<file path="src/verilog/pad_pkg.sv">
`default_nettype none

package pad_pkg;

    // ====================
    // Poll frame timing
    // ====================

    localparam int POLL_CYCLES  = 128; // Clocks from one poll start to the next
    localparam int LATCH_CYCLES = 6;   // Width of the latch pulse
    localparam int SLOT_CYCLES  = 4;   // Clocks per bit slot, low half then high half
    localparam int FRAME_BITS   = 16;  // Bits shifted out of the pad per frame

    localparam int BUTTON_COUNT = 12;  // Buttons reported to the processor

    // Counter widths follow from the timing above
    localparam int POLL_CNT_W  = $clog2(POLL_CYCLES);
    localparam int PHASE_CNT_W = $clog2((LATCH_CYCLES > SLOT_CYCLES) ?
                                        LATCH_CYCLES : SLOT_CYCLES);
    localparam int BIT_INDEX_W = $clog2(FRAME_BITS);

    // ====================
    // Sequencer states
    // ====================

    typedef enum logic [1:0] {
        POLL_IDLE,  // Waiting for the next poll start
        POLL_LATCH, // Latch pulse high
        POLL_SHIFT  // Pad clock running over the bit slots
    } poll_state_t;

endpackage

`default_nettype wire

</file>
<file path="src/verilog/axil_pkg.sv">
`default_nettype none

package axil_pkg;

    localparam int AXIL_DATA_W = 32; // Read data width
    localparam int AXIL_ADDR_W = 4;  // Byte address width

    // ====================
    // Register map
    // ====================

    localparam logic [AXIL_ADDR_W-1:0] REG_BUTTONS = 4'h0; // Buttons held in the last frame
    localparam logic [AXIL_ADDR_W-1:0] REG_PRESSED = 4'h4; // Sticky press flags, clear on read
    localparam logic [AXIL_ADDR_W-1:0] REG_FRAMES  = 4'h8; // Completed frame count

    // ====================
    // Read responses
    // ====================

    typedef enum logic [1:0] {
        RESP_OKAY   = 2'b00,
        RESP_SLVERR = 2'b10
    } axil_resp_t;

endpackage

`default_nettype wire

</file>
<file path="src/verilog/pad_links_if.sv">
`timescale 1ns/1ns
`default_nettype none

// Slot timing from the sequencer to the capture stage
interface pad_slot_if;
    import pad_pkg::*;

    logic                   frame_start; // One cycle at the start of the latch
    logic                   sample;      // Last low cycle of each slot
    logic [BIT_INDEX_W-1:0] bit_index;   // Valid together with sample
    logic                   frame_end;   // Cycle after the sixteenth sample

    modport source (
        output frame_start,
        output sample,
        output bit_index,
        output frame_end
    );

    modport sink (
        input frame_start,
        input sample,
        input bit_index,
        input frame_end
    );
endinterface

// Button registers shared by the tracker and the read port
interface button_state_if;
    import pad_pkg::*;

    logic [BUTTON_COUNT-1:0] held;
    logic [BUTTON_COUNT-1:0] pressed;
    logic [31:0]             frames;
    logic                    clear_pressed; // Read of the press flags accepted

    modport tracker (output held, output pressed, output frames, input clear_pressed);
    modport reader (input held, input pressed, input frames, output clear_pressed);
endinterface

`default_nettype wire

</file>
<file path="src/verilog/pad_poll_sequencer.sv">
`timescale 1ns/1ns
`default_nettype none

module pad_poll_sequencer (
    input  logic       clk,
    input  logic       aresetn,
    pad_slot_if.source slot,
    output logic       pad_latch,
    output logic       pad_clk
);
    import pad_pkg::*;

    logic [POLL_CNT_W-1:0]  poll_cnt;
    logic                   poll_start;
    poll_state_t            state;
    poll_state_t            state_d;
    logic [PHASE_CNT_W-1:0] phase_cnt;
    logic [PHASE_CNT_W-1:0] phase_d;
    logic [BIT_INDEX_W-1:0] bit_cnt;
    logic [BIT_INDEX_W-1:0] bit_d;

    // ====================
    // Poll period
    // ====================

    always_ff @(posedge clk) begin
        if (!aresetn) begin
            poll_cnt <= '0;
        end else if (poll_cnt == POLL_CNT_W'(POLL_CYCLES - 1)) begin
            poll_cnt <= '0;
        end else begin
            poll_cnt <= poll_cnt + 1'b1;
        end
    end

    assign poll_start = (poll_cnt == '0); // Also true in the first cycle out of reset

    // ====================
    // Frame FSM
    // ====================

    always_comb begin
        state_d = state;
        phase_d = phase_cnt;
        bit_d   = bit_cnt;
        case (state)
            POLL_IDLE: begin
                if (poll_start) begin
                    state_d = POLL_LATCH;
                    phase_d = '0;
                end
            end
            POLL_LATCH: begin
                if (phase_cnt == PHASE_CNT_W'(LATCH_CYCLES - 1)) begin
                    state_d = POLL_SHIFT; // Slots follow the latch with no gap
                    phase_d = '0;
                    bit_d   = '0;
                end else begin
                    phase_d = phase_cnt + 1'b1;
                end
            end
            POLL_SHIFT: begin
                if (phase_cnt == PHASE_CNT_W'(SLOT_CYCLES - 1)) begin
                    phase_d = '0;
                    if (bit_cnt == BIT_INDEX_W'(FRAME_BITS - 1)) begin
                        state_d = POLL_IDLE;
                    end else begin
                        bit_d = bit_cnt + 1'b1;
                    end
                end else begin
                    phase_d = phase_cnt + 1'b1;
                end
            end
            default: state_d = POLL_IDLE;
        endcase
    end

    // Outputs are registered from the next state so the pad pins never glitch
    always_ff @(posedge clk) begin
        if (!aresetn) begin
            state            <= POLL_IDLE;
            phase_cnt        <= '0;
            bit_cnt          <= '0;
            pad_latch        <= 1'b0;
            pad_clk          <= 1'b0;
            slot.frame_start <= 1'b0;
            slot.sample      <= 1'b0;
            slot.frame_end   <= 1'b0;
        end else begin
            state            <= state_d;
            phase_cnt        <= phase_d;
            bit_cnt          <= bit_d;
            pad_latch        <= (state_d == POLL_LATCH);
            pad_clk          <= (state_d == POLL_SHIFT) &&
                                (phase_d >= PHASE_CNT_W'(SLOT_CYCLES / 2)); // High half
            slot.frame_start <= (state == POLL_IDLE) && (state_d == POLL_LATCH);
            slot.sample      <= (state_d == POLL_SHIFT) &&
                                (phase_d == PHASE_CNT_W'(SLOT_CYCLES / 2 - 1));
            slot.frame_end   <= slot.sample &&
                                (slot.bit_index == BIT_INDEX_W'(FRAME_BITS - 1));
        end
    end

    always_ff @(posedge clk) begin
        slot.bit_index <= bit_d; // Only meaningful while sample is high
    end

endmodule

`default_nettype wire

</file>
<file path="src/verilog/pad_shift_capture.sv">
`timescale 1ns/1ns
`default_nettype none

module pad_shift_capture (
    input  logic                             clk,
    input  logic                             aresetn,
    pad_slot_if.sink                         slot,
    input  logic                             pad_data,
    output logic                             frame_valid,
    output logic [pad_pkg::BUTTON_COUNT-1:0] frame_buttons
);
    import pad_pkg::*;

    logic [FRAME_BITS-1:0] frame_bits; // Bit 0 is the first bit out of the pad

    // ====================
    // Bit assembly
    // ====================

    always_ff @(posedge clk) begin
        if (slot.frame_start) begin
            frame_bits <= '0;
        end else if (slot.sample) begin
            frame_bits[slot.bit_index] <= ~pad_data; // Pad data is low for a pressed button
        end
    end

    // Bits above BUTTON_COUNT are shifted in but never reported
    always_ff @(posedge clk) begin
        if (slot.frame_end) begin
            frame_buttons <= frame_bits[BUTTON_COUNT-1:0];
        end
    end

    always_ff @(posedge clk) begin
        if (!aresetn) begin
            frame_valid <= 1'b0;
        end else begin
            frame_valid <= slot.frame_end; // Same cycle as the new frame_buttons
        end
    end

endmodule

`default_nettype wire

</file>
<file path="src/verilog/button_event_tracker.sv">
`timescale 1ns/1ns
`default_nettype none

module button_event_tracker (
    input  logic                             clk,
    input  logic                             aresetn,
    input  logic                             frame_valid,
    input  logic [pad_pkg::BUTTON_COUNT-1:0] frame_buttons,
    button_state_if.tracker                  state
);
    import pad_pkg::*;

    logic [BUTTON_COUNT-1:0] new_press;

    // A press counts only on the frame where the button goes from released to held
    assign new_press = frame_valid ? (frame_buttons & ~state.held) : '0;

    // ====================
    // Button registers
    // ====================

    always_ff @(posedge clk) begin
        if (!aresetn) begin
            state.held    <= '0;
            state.pressed <= '0;
            state.frames  <= '0;
        end else begin
            if (frame_valid) begin
                state.held   <= frame_buttons;
                state.frames <= state.frames + 1'b1;
            end
            if (state.clear_pressed) begin
                state.pressed <= new_press; // A press in the clear cycle survives
            end else begin
                state.pressed <= state.pressed | new_press;
            end
        end
    end

endmodule

`default_nettype wire

</file>
<file path="src/verilog/axil_read_port.sv">
`timescale 1ns/1ns
`default_nettype none

module axil_read_port (
    input  logic                             clk,
    input  logic                             aresetn,
    input  logic [axil_pkg::AXIL_ADDR_W-1:0] s_axil_araddr,
    input  logic                             s_axil_arvalid,
    output logic                             s_axil_arready,
    output logic [axil_pkg::AXIL_DATA_W-1:0] s_axil_rdata,
    output axil_pkg::axil_resp_t             s_axil_rresp,
    output logic                             s_axil_rvalid,
    input  logic                             s_axil_rready,
    button_state_if.reader                   state
);
    import axil_pkg::*;

    logic                   rd_accept;
    logic [AXIL_DATA_W-1:0] rdata_d;
    axil_resp_t             rresp_d;

    // ====================
    // Address channel
    // ====================

    assign s_axil_arready = !s_axil_rvalid; // One read in flight at a time
    assign rd_accept      = s_axil_arvalid && s_axil_arready;

    // The tracker sees the clear in the same cycle that the old flags are captured
    assign state.clear_pressed = rd_accept && (s_axil_araddr == REG_PRESSED);

    always_comb begin
        rdata_d = '0;
        rresp_d = RESP_OKAY;
        case (s_axil_araddr)
            REG_BUTTONS: rdata_d = AXIL_DATA_W'(state.held);
            REG_PRESSED: rdata_d = AXIL_DATA_W'(state.pressed);
            REG_FRAMES:  rdata_d = AXIL_DATA_W'(state.frames);
            default:     rresp_d = RESP_SLVERR; // Unmapped address reads as zero
        endcase
    end

    // ====================
    // Data channel
    // ====================

    always_ff @(posedge clk) begin
        if (!aresetn) begin
            s_axil_rvalid <= 1'b0;
        end else if (rd_accept) begin
            s_axil_rvalid <= 1'b1;
        end else if (s_axil_rready) begin
            s_axil_rvalid <= 1'b0; // Transfer done, arready returns next cycle
        end
    end

    // Response is captured once and held through any back-pressure
    always_ff @(posedge clk) begin
        if (rd_accept) begin
            s_axil_rdata <= rdata_d;
            s_axil_rresp <= rresp_d;
        end
    end

endmodule

`default_nettype wire

</file>
<file path="src/verilog/pad_reader_top.sv">
`timescale 1ns/1ns
`default_nettype none

module pad_reader_top (
    input  logic                             clk,
    input  logic                             aresetn,

    input  logic [axil_pkg::AXIL_ADDR_W-1:0] s_axil_araddr,
    input  logic                             s_axil_arvalid,
    output logic                             s_axil_arready,
    output logic [axil_pkg::AXIL_DATA_W-1:0] s_axil_rdata,
    output axil_pkg::axil_resp_t             s_axil_rresp,
    output logic                             s_axil_rvalid,
    input  logic                             s_axil_rready,

    input  logic                             pad_data,
    output logic                             pad_clk,
    output logic                             pad_latch
);
    import pad_pkg::*;

    logic                    frame_valid;
    logic [BUTTON_COUNT-1:0] frame_buttons;

    pad_slot_if     slot_if ();
    button_state_if state_if ();

    // ====================
    // Pad side
    // ====================

    pad_poll_sequencer u_sequencer (
        .clk       (clk),
        .aresetn   (aresetn),
        .slot      (slot_if.source),
        .pad_latch (pad_latch),
        .pad_clk   (pad_clk)
    );

    pad_shift_capture u_capture (
        .clk           (clk),
        .aresetn       (aresetn),
        .slot          (slot_if.sink),
        .pad_data      (pad_data),
        .frame_valid   (frame_valid),
        .frame_buttons (frame_buttons)
    );

    // ====================
    // Processor side
    // ====================

    button_event_tracker u_tracker (
        .clk           (clk),
        .aresetn       (aresetn),
        .frame_valid   (frame_valid),
        .frame_buttons (frame_buttons),
        .state         (state_if.tracker)
    );

    axil_read_port u_read_port (
        .clk            (clk),
        .aresetn        (aresetn),
        .s_axil_araddr  (s_axil_araddr),
        .s_axil_arvalid (s_axil_arvalid),
        .s_axil_arready (s_axil_arready),
        .s_axil_rdata   (s_axil_rdata),
        .s_axil_rresp   (s_axil_rresp),
        .s_axil_rvalid  (s_axil_rvalid),
        .s_axil_rready  (s_axil_rready),
        .state          (state_if.reader)
    );

endmodule

`default_nettype wire

</file>
<file path="config.mk">
export PLATFORM = sky130hd
export DESIGN_NAME = pad_reader_top
export DESIGN_NICKNAME = d
export VERILOG_FILES = /design/src/verilog/pad_pkg.sv /design/src/verilog/axil_pkg.sv /design/src/verilog/pad_links_if.sv /design/src/verilog/pad_poll_sequencer.sv /design/src/verilog/pad_shift_capture.sv /design/src/verilog/button_event_tracker.sv /design/src/verilog/axil_read_port.sv /design/src/verilog/pad_reader_top.sv
export SDC_FILE = /design/constraint.sdc
export NUM_CORES = 1
export LEC_CHECK = 0
export BUFFER_PORTS_ARGS = -buffer_cell sky130_fd_sc_hd__buf_4
export CAP_MARGIN = 10
export CORE_MARGIN = 5
export CORE_UTILIZATION = 49
export DETAILED_ROUTE_END_ITERATION = 6
export PLACE_DENSITY_LB_ADDON = 0.12
export SLEW_MARGIN = 20
export SYNTH_ARGS = -nofsm -noshare
export SYNTH_HDL_FRONTEND = slang
export SYNTH_SLANG_ARGS = --single-unit
</file>
<file path="constraint.sdc">
create_clock -name clk -period 3.35 [get_ports clk]
set_input_delay 0.67 -clock clk [delete_from_list [all_inputs] [get_ports clk]]
set_output_delay 0.67 -clock clk [all_outputs]
set_load 0.03 [all_outputs]
</file>
Yosys cells after proc, flatten, opt, wreduce, memory -nomap -nowiden

Cells that the tools add are included.

Add/sub/neg operators: 4
Multipliers: 0
Div/mod/pow operators: 0
Order comparisons: 3
Equality and inequality tests: 12
Shift operators: 0
Mux-type cells: 22
Bitwise operators: 5
Reductions and logical operators: 14

Operators with widths:

| kind                    | number |
|---|---|
| $pmux W32 S3            | 1 |
| $add A32 B1 Y32 const B | 1 |
| $mux W12                | 2 |
| $bwmux W16              | 1 |
| $and A12 B12 Y12        | 1 |
| $eq A4 B4 Y1 const B    | 3 |
| $mux W4                 | 3 |
| $not A12 Y12            | 1 |
| $or A12 B12 Y12         | 1 |
| $mux W2                 | 5 |
| $mux W3                 | 3 |
| $pmux W3 S3             | 1 |
| $pmux W4 S2             | 1 |
| $add A7 B1 Y7 const B   | 1 |
| $eq A7 B7 Y1 const B    | 1 |
| $logic_and A1 B1 Y1     | 7 |
| $logic_not A7 Y1        | 1 |
| $pmux W2 S3             | 1 |
| $lt A4 B5 Y1 const B    | 1 |
| $add A4 B1 Y4 const B   | 1 |
| $demux W1 S4            | 1 |
| $eq A2 B1 Y1 const B    | 2 |
| $eq A2 B2 Y1 const B    | 2 |
| $eq A4 B3 Y1 const B    | 1 |
| other kinds (14)        | 17 |

Bits in registers: 145
Bits in latches: 0
RAM bits: 0
Bits in read-only memories: 0
Output and inout port bits: 38
Memories: 0

Depth between registers and ports, before layout

Gate-level depths: netlist of run 1.

Word-level depth: 6
Gate-level depth with buffers: 8
Depth with buffers taken out: 8

Cells and area by module

Synthesis of run 1 repeated with hierarchy kept, for this count alone.

Cell total of the unflattened synthesis: 561
Area, all modules: 6,088.3 µm²

Modules (own cells, without submodules):

| module               | times used | cells an instance | area an instance (µm²) | sequential area each (µm²) |
|---|---|---|---|---|
| button_event_tracker | 1          | 270               | 2,431.1                | 1,121.1 |
| axil_read_port       | 1          | 97                | 1,498.9                | 1,011.0 |
| pad_poll_sequencer   | 1          | 130               | 1,214.9                | 500.5 |
| pad_shift_capture    | 1          | 64                | 943.4                  | 620.6 |

Least setup slack after synthesis of run 1

Ideal clock, no wire load.

Path type: input to register
Start point: input port s_axil_arvalid
End point: register u_tracker.state.pressed[10]
Setup time: 0.128 ns
Arrival: 2.889 ns
Path slack: 0.333 ns
Stages: 5
Buffers on the path: 1
Cell sequence: nor2b_1 > nand2_1 > clkbuf_1 > a32oi_1 > nor2_1

Longest elaborated chain between the ends: 3

Ends and longest elaborated chain:

| what                 | RTL line                   | RTL |
|---|---|---|
| start, declared      | pad_reader_top.sv:9        | `input logic s_axil_arvalid,` |
| $logic_and A1 B1 Y1  | axil_read_port.sv:27       | `assign rd_accept = s_axil_arvalid && s_axil_arready;` |
| $logic_and A1 B1 Y1  | axil_read_port.sv:30       | `assign state.clear_pressed = rd_accept && (s_axil_araddr == REG_PRESSED);` |
| $mux W12             | button_event_tracker.sv:32 | `if (state.clear_pressed) begin` |
| end signal, assigned | button_event_tracker.sv:33 | `state.pressed <= new_press;` |
| end signal, assigned | button_event_tracker.sv:35 | `state.pressed <= state.pressed \| new_press;` |
| end, declared        | pad_links_if.sv:37         | `modport tracker (output held, output pressed, output frames, input clear_pressed);` |

No other way between the ends.
A chain may end at the register's enable or synchronous reset.

Final worst setup path of run 1

Start point: register u_tracker.state.frames[0]
End point: register u_tracker.state.frames[16]

Longest elaborated chain between the ends: 1

Ends and longest elaborated chain:

| what                   | RTL line                   | RTL |
|---|---|---|
| start, declared        | pad_links_if.sv:37         |  |
| start signal, assigned | button_event_tracker.sv:30 | `state.frames <= state.frames + 1'b1;` |
| $add A32 B1 Y32        | button_event_tracker.sv:30 |  |

No other way between the ends.

==> results of run 1 <==
## layout by cell type, fill, tap and decap left out, types with 12 or more instances in the layout
| cell type | instances |
|---|---|
| edfxtp_1 | 45 |
| a222oi_1 | 12 |
| buf_4 | 51 |
| ha_1 | 12 |
| mux2i_1 | 12 |
| o21ai_0 | 15 |
| clkbuf_16 | 17 |
| nand3_1 | 14 |
| nand2_1 | 25 |
| xnor2_1 | 19 |
| and2_1 | 26 |
| a211oi_1 | 14 |
| inv_1 | 40 |
| nor2_1 | 91 |
| dfxtp_1 | 95 |
## worst register-to-register path: stages, from the launching register on
cell     delay, ns
dfxtp_1       0.43
ha_1          0.23
nand2_1       0.13
nor4_4        0.48
nand3_1       0.21
or3_1         0.35
a21oi_1       0.15
## area by class of cell
type | count | area, um^2 | share of cell area
clock buffers | 20 | 456.7 | 0.06690
repair buffers | 51 | 382.9 | 0.05608
multi-input cells | 348 | 2256 | 0.3305
well taps | 143 | 178.9 | 0.02621
inverters | 41 | 153.9 | 0.02254
clock inverters | 12 | 145.1 | 0.02126
flip-flops and latches | 140 | 3253 | 0.4765
## cells by family after synthesis
kind of cell | synth area share
buffers and inverters | 0.04281
DFF | 0.5679
and+or+nand+nor | 0.2005
other | 0.0006547
AOI/OAI and AO/OA | 0.09502
xor gates and xnor gates | 0.04587
adders and majority gates | 0.02621
muxes | 0.02097
## power by group through the flow
stage / clock network [mW] / logic (mW) / registers [mW]
floorplan: 0 / 0.0891 / 1.88
global placement: 0 / 0.202 / 1.84
detailed placement: 0 / 0.203 / 1.84
CTS: 1.91 / 0.204 / 1.80
global route: 1.99 / 0.221 / 1.81
finish: 1.87 / 0.202 / 1.80
## worst paths after layout
| path | start | endpoint | slack, ns | cells past startpoint |
|---|---|---|---|---|
| worst max-delay path | u_tracker.state.frames[0]$_SDFFE_PN0P_ | u_tracker.state.frames[16]$_SDFFE_PN0P_ | 1.28 | 6 |
| worst min-delay path | u_capture.frame_bits[1]$_SDFFE_PP0P_ | u_capture.frame_buttons[1]$_DFFE_PP_ | 0.44 | 0 |
| worst max register to register | u_tracker.state.frames[0]$_SDFFE_PN0P_ | u_tracker.state.frames[16]$_SDFFE_PN0P_ | 1.28 | 6 |
| worst min register to register | u_capture.frame_bits[1]$_SDFFE_PP0P_ | u_capture.frame_buttons[1]$_DFFE_PP_ | 0.44 | 0 |
## sequential cells by signal, indices dropped and copies added, names as in the netlist, 2 cells and up
signal,cells
u_read_port.s_axil_rdata,32
u_tracker.state.pressed,12
u_tracker.state.held,12
u_capture.frame_bits,12
u_sequencer.slot.bit_index,4
u_sequencer.phase_cnt,3
u_sequencer.poll_cnt,7
u_sequencer.bit_cnt,4
u_capture.frame_buttons,12
u_sequencer.state,2
u_tracker.state.frames,32
## per-layer routing
layer  global-route usage  up-vias  routed length [um]
met5                    0        -                   0
met4              0.06738        0                 167
met3              0.04661       16                 478
met2               0.2591       84                5177
met1               0.2033     1890                4973
li1                     -     2043                   -
## per-stage QoR
step | power, mW | instances | worst slack [ns]
final | 3.877 | 755 | 1.277
after CTS | 3.919 | 755 | 1.258
after detailed placement | 2.043 | 723 | 1.231
after global routing | 4.022 | 755 | 1.036
after floorplan | 1.967 | 550 | 0.3333
after global placement | 2.041 | 723 | 1.282
==> impl_metrics.yaml, run 1 <==
synth:
  synthArstFlopShare: 0
  yosysMostFrequentCell: "dfxtp_1"
  yosys_most_used_dff: "dfxtp_1"
  yosysUniqueCellTypes: 53
  synth-seq-cells: 140
  synthTopCellsByCount: "dfxtp_1 (95), nor2_1 (91), edfxtp_1 (45)"
  avgSynthCellArea_um2: 10.41
  synth_seq_area_share: 0.5679
  yosysWarnings: 0
  syn-instance-count: 550
  yosysTopAreaCellShare: 0.3320
  synth_area_mm2: 0.005728
  yosysTopAreaCell: "dfxtp_1"
  syn_nets: 571
  synth-edff-count: 45
  synth_area_leaders: "dfxtp_1 (33%), edfxtp_1 (24%), nor2_1 (6.0%)"
final_layout:
  diodes: 0
  fin_area_mm2: 0.006827
  syn_to_final_growth_pct: 19.18
  utilization: 0.5979
  layout-drive-gt1-share: 0.1618
  nets: 620
  fill_cells: 960
floorplanning:
  rows: 39
  io_pins: 47
  core_mm2: 0.01142
  die_y_um: 118.1
  initial_utilization: 0.5016
  die_w_um: 118.1
  die_area_mm2: 0.01395
cts:
  hold_buffers: 0
  cts-htree-levels: 4
  cts_resized: 0
  ctsLongestPathBuffers: 2
  clk_latency_ns: 0.41
  cts_tree: "yes"
  numCtsBuffers: 17
  root_buffer: "clkbuf_16"
  cts_setup_buffers: 0
  clock_sinks: 140
  clkSlewWorstSetupHoldPaths_ns: 0.06
place:
  gp_congestion: 0.8390
  portBuffers: 45
  place_area_mm2: 0.006225
  hpwl_um: 7386
power_and_ir_drop:
  powerDensity_mw_per_mm2: 567.9
  power_switching_mw: 0.8241
  leakage_nw: 2.528
  sw_frac_of_total: 0.2126
  power_frac_clock: 0.483
  vdd_ir_drop_max_mv: 0.3546
  internal_power_mw: 3.053
  seq_power_share: 0.465
  comb_power_share: 0.052
route:
  finalWirelength_um: 10800
  first_iter_violations: 315
  drc_errors: 0
  drt-pass1-iter-count: 6
  avgRoutedWirePerCell_um: 14.30
  viasPerCell: 5.342
  ant_nets: 0
  via_count: 4033
timing:
  slew_viol_final: 0
  finalHoldViolations: 0
  clock_skew_ns: 0.006059
  fin_tns_setup_ns: 0
  tightest_slew_ns: 0.6073
  fin_hold_ws_ns: 0.4384
  rsz0062_at_grt: "false"
  period_needed_ns: 2.073
  maxSlewHeadroom: 0.5946
  period_share: 0.6189
  finalSetupViolations: 0
  max_clock_freq_mhz: 482.3
critical_path:
  end_kind: "register"
  path_max_fanout: 8
  crit_slowest_cell: "nor4_4"
  crit_chain: "ha_1 -> nand2_1 -> nor4_4 -> nand3_1 -> or3_1 -> a21oi_1"
  crit_type: "reg -> reg"
  cp_top_family: "simple AND/OR/NAND/NOR gates"
  crit_buf_inv: 0
  worst_ep_required_time_ns: 3.68
  crit_path_start_kind: "register"
  max_stage_delay_ns: 0.48
  crit_arrival_ns: 2.40
grt:
  grt_pass1_wl_um: 18680
  grt_pass1_vias: 4012
  grt_start_max_net_pins: 36
  grt_overflow: 0
  antenna_found_initial: 0
  grt_util_all_layers: 0.1612
status:
  outcome: "finished clean"
job:
  drv_cap: 0
worst_hold_path:
  hold_path_class: "reg -> reg"
Note: power is estimated with default switching activity, not from simulation.
==> run 2, diff against run 1 <==
clock period = 1.7 ns   (was 3.35 ns; I/O delays follow)
==> run 2 against run 1 <==
Against the previous run: the flow now finishes with violations (design-rule violations); count of clock-buffer cells in the layout down 2; first-iteration DRC count down 0.63%; flip-flop and latch count is the same; clock skew is 0.0016 ns lower; critical path depth up 1; sequential power rose by 98%; via count rose by 8.4%; core utilization increased by 7.7 points; final cell count grew 8.6%; design area increased by 13%; routed wire length up 14%; critical endpoint is now u_sequencer.slot.sample$_SDFF_PN0_.
==> impl_metrics.yaml, run 2 (synthesis gave the netlist of run 1 again) <==
final_layout:
  top_regs: "u_read_port.s_axil_rdata x32, u_tracker.state.frames x32"
  fill_cells: 831
  final_common_cell: "buf_4"
  utilization: 0.6746
  syn_to_final_growth_pct: 34.47
  nets: 685
  layout_common_cells: "buf_4 (110), nor2_1 (90), dfxtp_1 (75)"
  layout-drive-gt1-share: 0.3294
  diodes: 0
floorplanning:
  initial_utilization: 0.5016
  io_pins: 47
  rows: 39
  die_y_um: 118.1
  die_w_um: 118.1
  die_area_mm2: 0.01395
  core_mm2: 0.01142
cts:
  hold_buffers: 0
  ctsLongestPathBuffers: 2
  clk_latency_ns: 0.41
  cts-htree-levels: 4
  cts_tree: "yes"
  numCtsBuffers: 17
  clock_sinks: 140
  root_buffer: "clkbuf_16"
  clkSlewWorstSetupHoldPaths_ns: 0.06
critical_path:
  path_max_fanout: 5
  crit_buf_inv: 2
  crit_type: "reg -> reg"
  crit_path_start_kind: "register"
  end_kind: "register"
  ff2ff_setup_slack_ns: 0.02
  cp_top_family: "simple AND/OR/NAND/NOR gates"
  crit_slowest_cell: "or3_4"
  max_stage_delay_ns: 0.42
  crit_chain: "inv_2 -> buf_6 -> ha_4 -> a21boi_4 -> nor3b_2 -> or3_4 -> and4bb_2"
  worst_ep_required_time_ns: 2.06
  crit_arrival_ns: 2.04
grt:
  grt_pass1_wl_um: 20440
  grt_start_max_net_pins: 45
  grt_pass1_vias: 4291
  grt_util_all_layers: 0.1781
  antenna_found_initial: 0
  grt_overflow: 0
route:
  viasPerCell: 5.329
  first_iter_violations: 313
  drc_errors: 6
  avgRoutedWirePerCell_um: 15.01
  drt-pass1-iter-count: 7
  finalWirelength_um: 12310
  via_count: 4370
  ant_nets: 0
power_and_ir_drop:
  leakage_nw: 2.969
  vdd_ir_drop_max_mv: 0.6334
  powerDensity_mw_per_mm2: 1048
worst_hold_path:
  hold_path_class: "in -> reg"
timing:
  slew_viol_final: 0
  period_share: 0.9860
  fin_hold_ws_ns: 0.09487
  max_clock_freq_mhz: 596.6
  tightest_slew_ns: 0.5019
  maxSlewHeadroom: 0.6650
  finalSetupViolations: 0
  period_needed_ns: 1.676
  rsz0062_at_grt: "true"
  finalHoldViolations: 0
  clock_skew_ns: 0.004421
place:
  gp_congestion: 0.8043
  portBuffers: 45
  hpwl_um: 8197
status:
  violations: "design-rule violations"
  outcome: "finished with violations"
job:
  drv_cap: 0
-- run 2: changes by cell type in the layout (fill, tap and decap cells not counted), sizes merged --
cell    previous run  this run
inv               41        40
clkinv             7         8
bufinv             3         5
buf               51       116
clkbuf            20        18
-- run 2: per-layer routing --
layer | vias to the layer above | part of all wire | GRT usage
met5 | - | 0 | 0
met3 | 17 | 0.057 | 0.05286
li1 | 2162 | - | -
met1 | 2078 | 0.44 | 0.2284
met4 | 0 | 0.019 | 0.08387
met2 | 113 | 0.48 | 0.2764
-- run 2: stage by stage --
step / instance area [um^2] / TNS, ns / setup slack [ns] / power (mW) / std cells
after floorplan: 5757 / 0 / 0.004140 / 3.878 / 550
after global placement: 6701 / -0.05757 / -0.02969 / 4.103 / 782
after detailed placement: 6701 / -0.3783 / -0.1147 / 4.110 / 782
after CTS: 7420 / -0.01954 / -0.01022 / 8.036 / 815
after global routing: 7702 / -0.4075 / -0.08091 / 8.364 / 820
final: 7702 / 0 / 0.02388 / 8.072 / 820
-- run 2: report_power, final --
part           switching (mW)  leakage [nW]  internal [mW]  total (mW)
Clock                    1.32         0.302           2.58        3.90
Combinational           0.330          1.45          0.279       0.608
Sequential             0.0525          1.22           3.51        3.56
-- run 2: what timing repair did --
action | in CTS | in global routing
gates resized for setup | 19 | 65
pin swaps | 2 | 18
setup buffers | 1 | 5
endpoints found under the setup margin | 7 | 22
-- run 2: cell type report --
type	instances	area (um^2)	share of cell area
flip-flops and latches	140	3286	0.4266
multi-input cells	348	2550	0.3311
repair buffers	116	902.1	0.1171
clock buffers	18	429.2	0.05572
clock inverters	14	200.2	0.02599
well taps	143	178.9	0.02323
inverters	41	156.4	0.02031
-- run 2: final timing paths --
kind                                        startpoint                                endpoint  cells past startpoint
hold reg to reg   u_capture.frame_bits[6]$_SDFFE_PP0P_    u_capture.frame_buttons[6]$_DFFE_PP_                      0
hold / removal                           s_axil_rready  u_read_port.s_axil_rvalid$_SDFFE_PN0P_                      2
setup reg to reg       u_sequencer.state[1]$_SDFF_PN0_      u_sequencer.slot.sample$_SDFF_PN0_                      7
setup / recovery       u_sequencer.state[1]$_SDFF_PN0_      u_sequencer.slot.sample$_SDFF_PN0_                      7
==> run 3, diff against run 2 <==
SYNTH_HIERARCHICAL = 1   (was unset)
==> run 3 against run 2 <==
Against the previous run: the flow finishes with violations (negative setup slack); sequential share of layout area shrank 0.95 points; routed wire length grew 5.3%; final cell count grew 3.9%; worst setup slack lost 0.11 ns; design area grew 2.2%; clock skew grew 0.011 ns; combinational power shrank 3%; synthesized cell count grew 2.0%; maximum frequency shrank 5.9%; critical path depth shrank 1; non-clock buffer count grew 6; critical path type unchanged; largest cell class unchanged; largest power group is now sequential cells; highest routed layer unchanged.
==> impl_metrics.yaml, run 3 <==
power_and_ir_drop:
  powerDensity_mw_per_mm2: 978.3
  leakage_nw: 2.935
  vdd_ir_drop_max_mv: 0.5307
synth:
  yosys_most_used_dff: "dfxtp_1"
  yosysUniqueCellTypes: 63
  synth-edff-count: 45
  yosysWarnings: 6
  syn-instance-count: 561
  synth-seq-cells: 140
  synth_area_mm2: 0.006088
  yosysTopAreaCell: "dfxtp_1"
  synthArstFlopShare: 0
  yosysTopAreaCellShare: 0.3124
  avgSynthCellArea_um2: 10.85
  syn_nets: 582
  synth_area_leaders: "dfxtp_1 (31%), edfxtp_1 (22%), mux2i_1 (4.3%)"
  synthTopCellsByCount: "dfxtp_1 (95), edfxtp_1 (45), a21oi_1 (41)"
  yosysMostFrequentCell: "dfxtp_1"
  synth_seq_area_share: 0.5343
final_layout:
  fin_area_mm2: 0.007871
  top_regs: "u_read_port/s_axil_rdata x32, u_tracker/state.frames x32"
  syn_to_final_growth_pct: 29.28
  finalNonFillerCells: 852
  nets: 692
  diodes: 0
  layout-drive-gt1-share: 0.3319
  final_common_cell: "buf_4"
  fill_cells: 962
  layout_common_cells: "buf_4 (120), dfxtp_1 (79), edfxtp_1 (45)"
timing:
  setup_ws_ns: -0.08152
  rsz0062_at_grt: "true"
  period_share: 1.048
  finalHoldViolations: 0
  finalSetupViolations: 15
  period_needed_ns: 1.782
  clock_skew_ns: 0.01499
  max_clock_freq_mhz: 561.3
  slew_viol_final: 0
  fin_hold_ws_ns: 0.1696
place:
  hpwl_um: 8786
  dp_cells: 811
  gp_congestion: 0.8447
  portBuffers: 45
  place_area_mm2: 0.007036
job:
  drv_cap: 0
route:
  first_iter_violations: 330
  drc_errors: 0
  drt-pass1-iter-count: 6
  finalWirelength_um: 12960
  avgRoutedWirePerCell_um: 15.21
  via_count: 4642
  ant_nets: 0
  viasPerCell: 5.448
floorplanning:
  rows: 40
  initial_utilization: 0.5027
  die_w_um: 121.5
  die_y_um: 121.5
  io_pins: 47
  die_area_mm2: 0.01476
  core_mm2: 0.01211
cts:
  ctsLongestPathBuffers: 2
  hold_buffers: 0
  cts_tree: "yes"
  cts-htree-levels: 4
  clock_sinks: 140
  root_buffer: "clkbuf_16"
  numCtsBuffers: 17
  clk_latency_ns: 0.41
  clkSlewWorstSetupHoldPaths_ns: 0.06
critical_path:
  crit_path_start_kind: "register"
  crit_arrival_ns: 2.13
  crit_type: "reg -> reg"
  end_kind: "register"
  path_max_fanout: 3
  worst_ep_required_time_ns: 2.05
worst_hold_path:
  hold_path_class: "in -> reg"
status:
  violations: "negative setup slack"
  outcome: "finished with violations"
grt:
  grt_overflow: 0
  grt_pass1_wl_um: 21290
  grt_util_all_layers: 0.1807
  antenna_found_initial: 0
  grt_start_max_net_pins: 55
  grt_pass1_vias: 4405
==> run 3: cell count changes in the layout (fill, tap and decap cells not counted), moves of 18 or more <==
cell / delta
a21oi_1: +29
nor2_1: -55
inv_1: -20
and3_1: +18
and2_1: -19
==> run 3: kinds of logic after synthesis <==
logic type	share of synthesized area
adder cells (fa/ha/maj)	0.02466
buffers and inverters	0.04398
AO/OA/AOI/OAI	0.1342
multiplexers	0.04460
flip-flops	0.5343
AND/OR/NAND/NOR	0.1989
XOR/XNOR	0.01870
other	0.0006159
==> run 3: power by group <==
group          total (mW)  switching [mW]  internal (mW)
clock                3.55            1.29           2.26
sequential           3.56          0.0510           3.51
combinational       0.590           0.335          0.254
==> run 3: final timing paths <==
kind                                                               from                                       to  slack [ns]  cells past startpoint
worst max-delay path            u_tracker/state.frames[15]$_SDFFE_PN0P_  u_tracker/state.frames[17]$_SDFFE_PN0P_       -0.08                      6
worst min-delay path                                     s_axil_arvalid   u_read_port/s_axil_rvalid$_SDFFE_PN0P_        0.17                      2
worst max register to register  u_tracker/state.frames[15]$_SDFFE_PN0P_  u_tracker/state.frames[17]$_SDFFE_PN0P_       -0.08                      6
worst min register to register     u_capture/frame_bits[4]$_SDFFE_PP0P_     u_capture/frame_buttons[4]$_DFFE_PP_        0.45                      0
==> run 3: critical path, stage by stage, from the launching register on <==
cell and delay [ns]:
dfxtp_2 0.33, nand4_1 0.13, buf_4 0.18, buf_6 0.11, or4_4 0.48, or3_4 0.38, a21oi_2 0.12
==> run 3: cell type report <==
class,count,area [um^2],share of cell area
Tap cell,168,210.2,0.02670
Clock inverter,8,92.59,0.01176
Multi-Input combinational cell,370,2794,0.3550
Timing Repair Buffer,122,932.1,0.1184
Inverter,20,77.57,0.009855
Sequential cell,140,3283,0.4171
Clock buffer,24,481.7,0.06120
==> run 3: metal layers <==
layer	global-route usage	vias up	part of all wire
li1	-	2306	-
met5	0	-	0
met4	0.06373	0	0.011
met3	0.04196	11	0.044
met1	0.2355	2216	0.46
met2	0.2946	109	0.49
==> run 3: what timing repair did <==
item	CTS	global route
endpoints found under the hold margin	0	0
gates resized for setup	19	31
cloned	2	0
setup endpoints to repair	18	27
setup buffers	4	3
pin swaps	11	10
==> run 3: metrics by stage <==
stage | utilization | power, mW | setup TNS (ns) | setup WS (ns)
finish | 0.6499 | 7.700 | -0.4722 | -0.08152
global route | 0.6499 | 7.994 | -1.501 | -0.1647
CTS | 0.6372 | 7.755 | -0.2673 | -0.07152
detailed placement | 0.5809 | 4.170 | -0.6494 | -0.1169
global placement | 0.5809 | 4.159 | -0.4089 | -0.1134
floorplan | - | 3.947 | -0.7940 | -0.09781
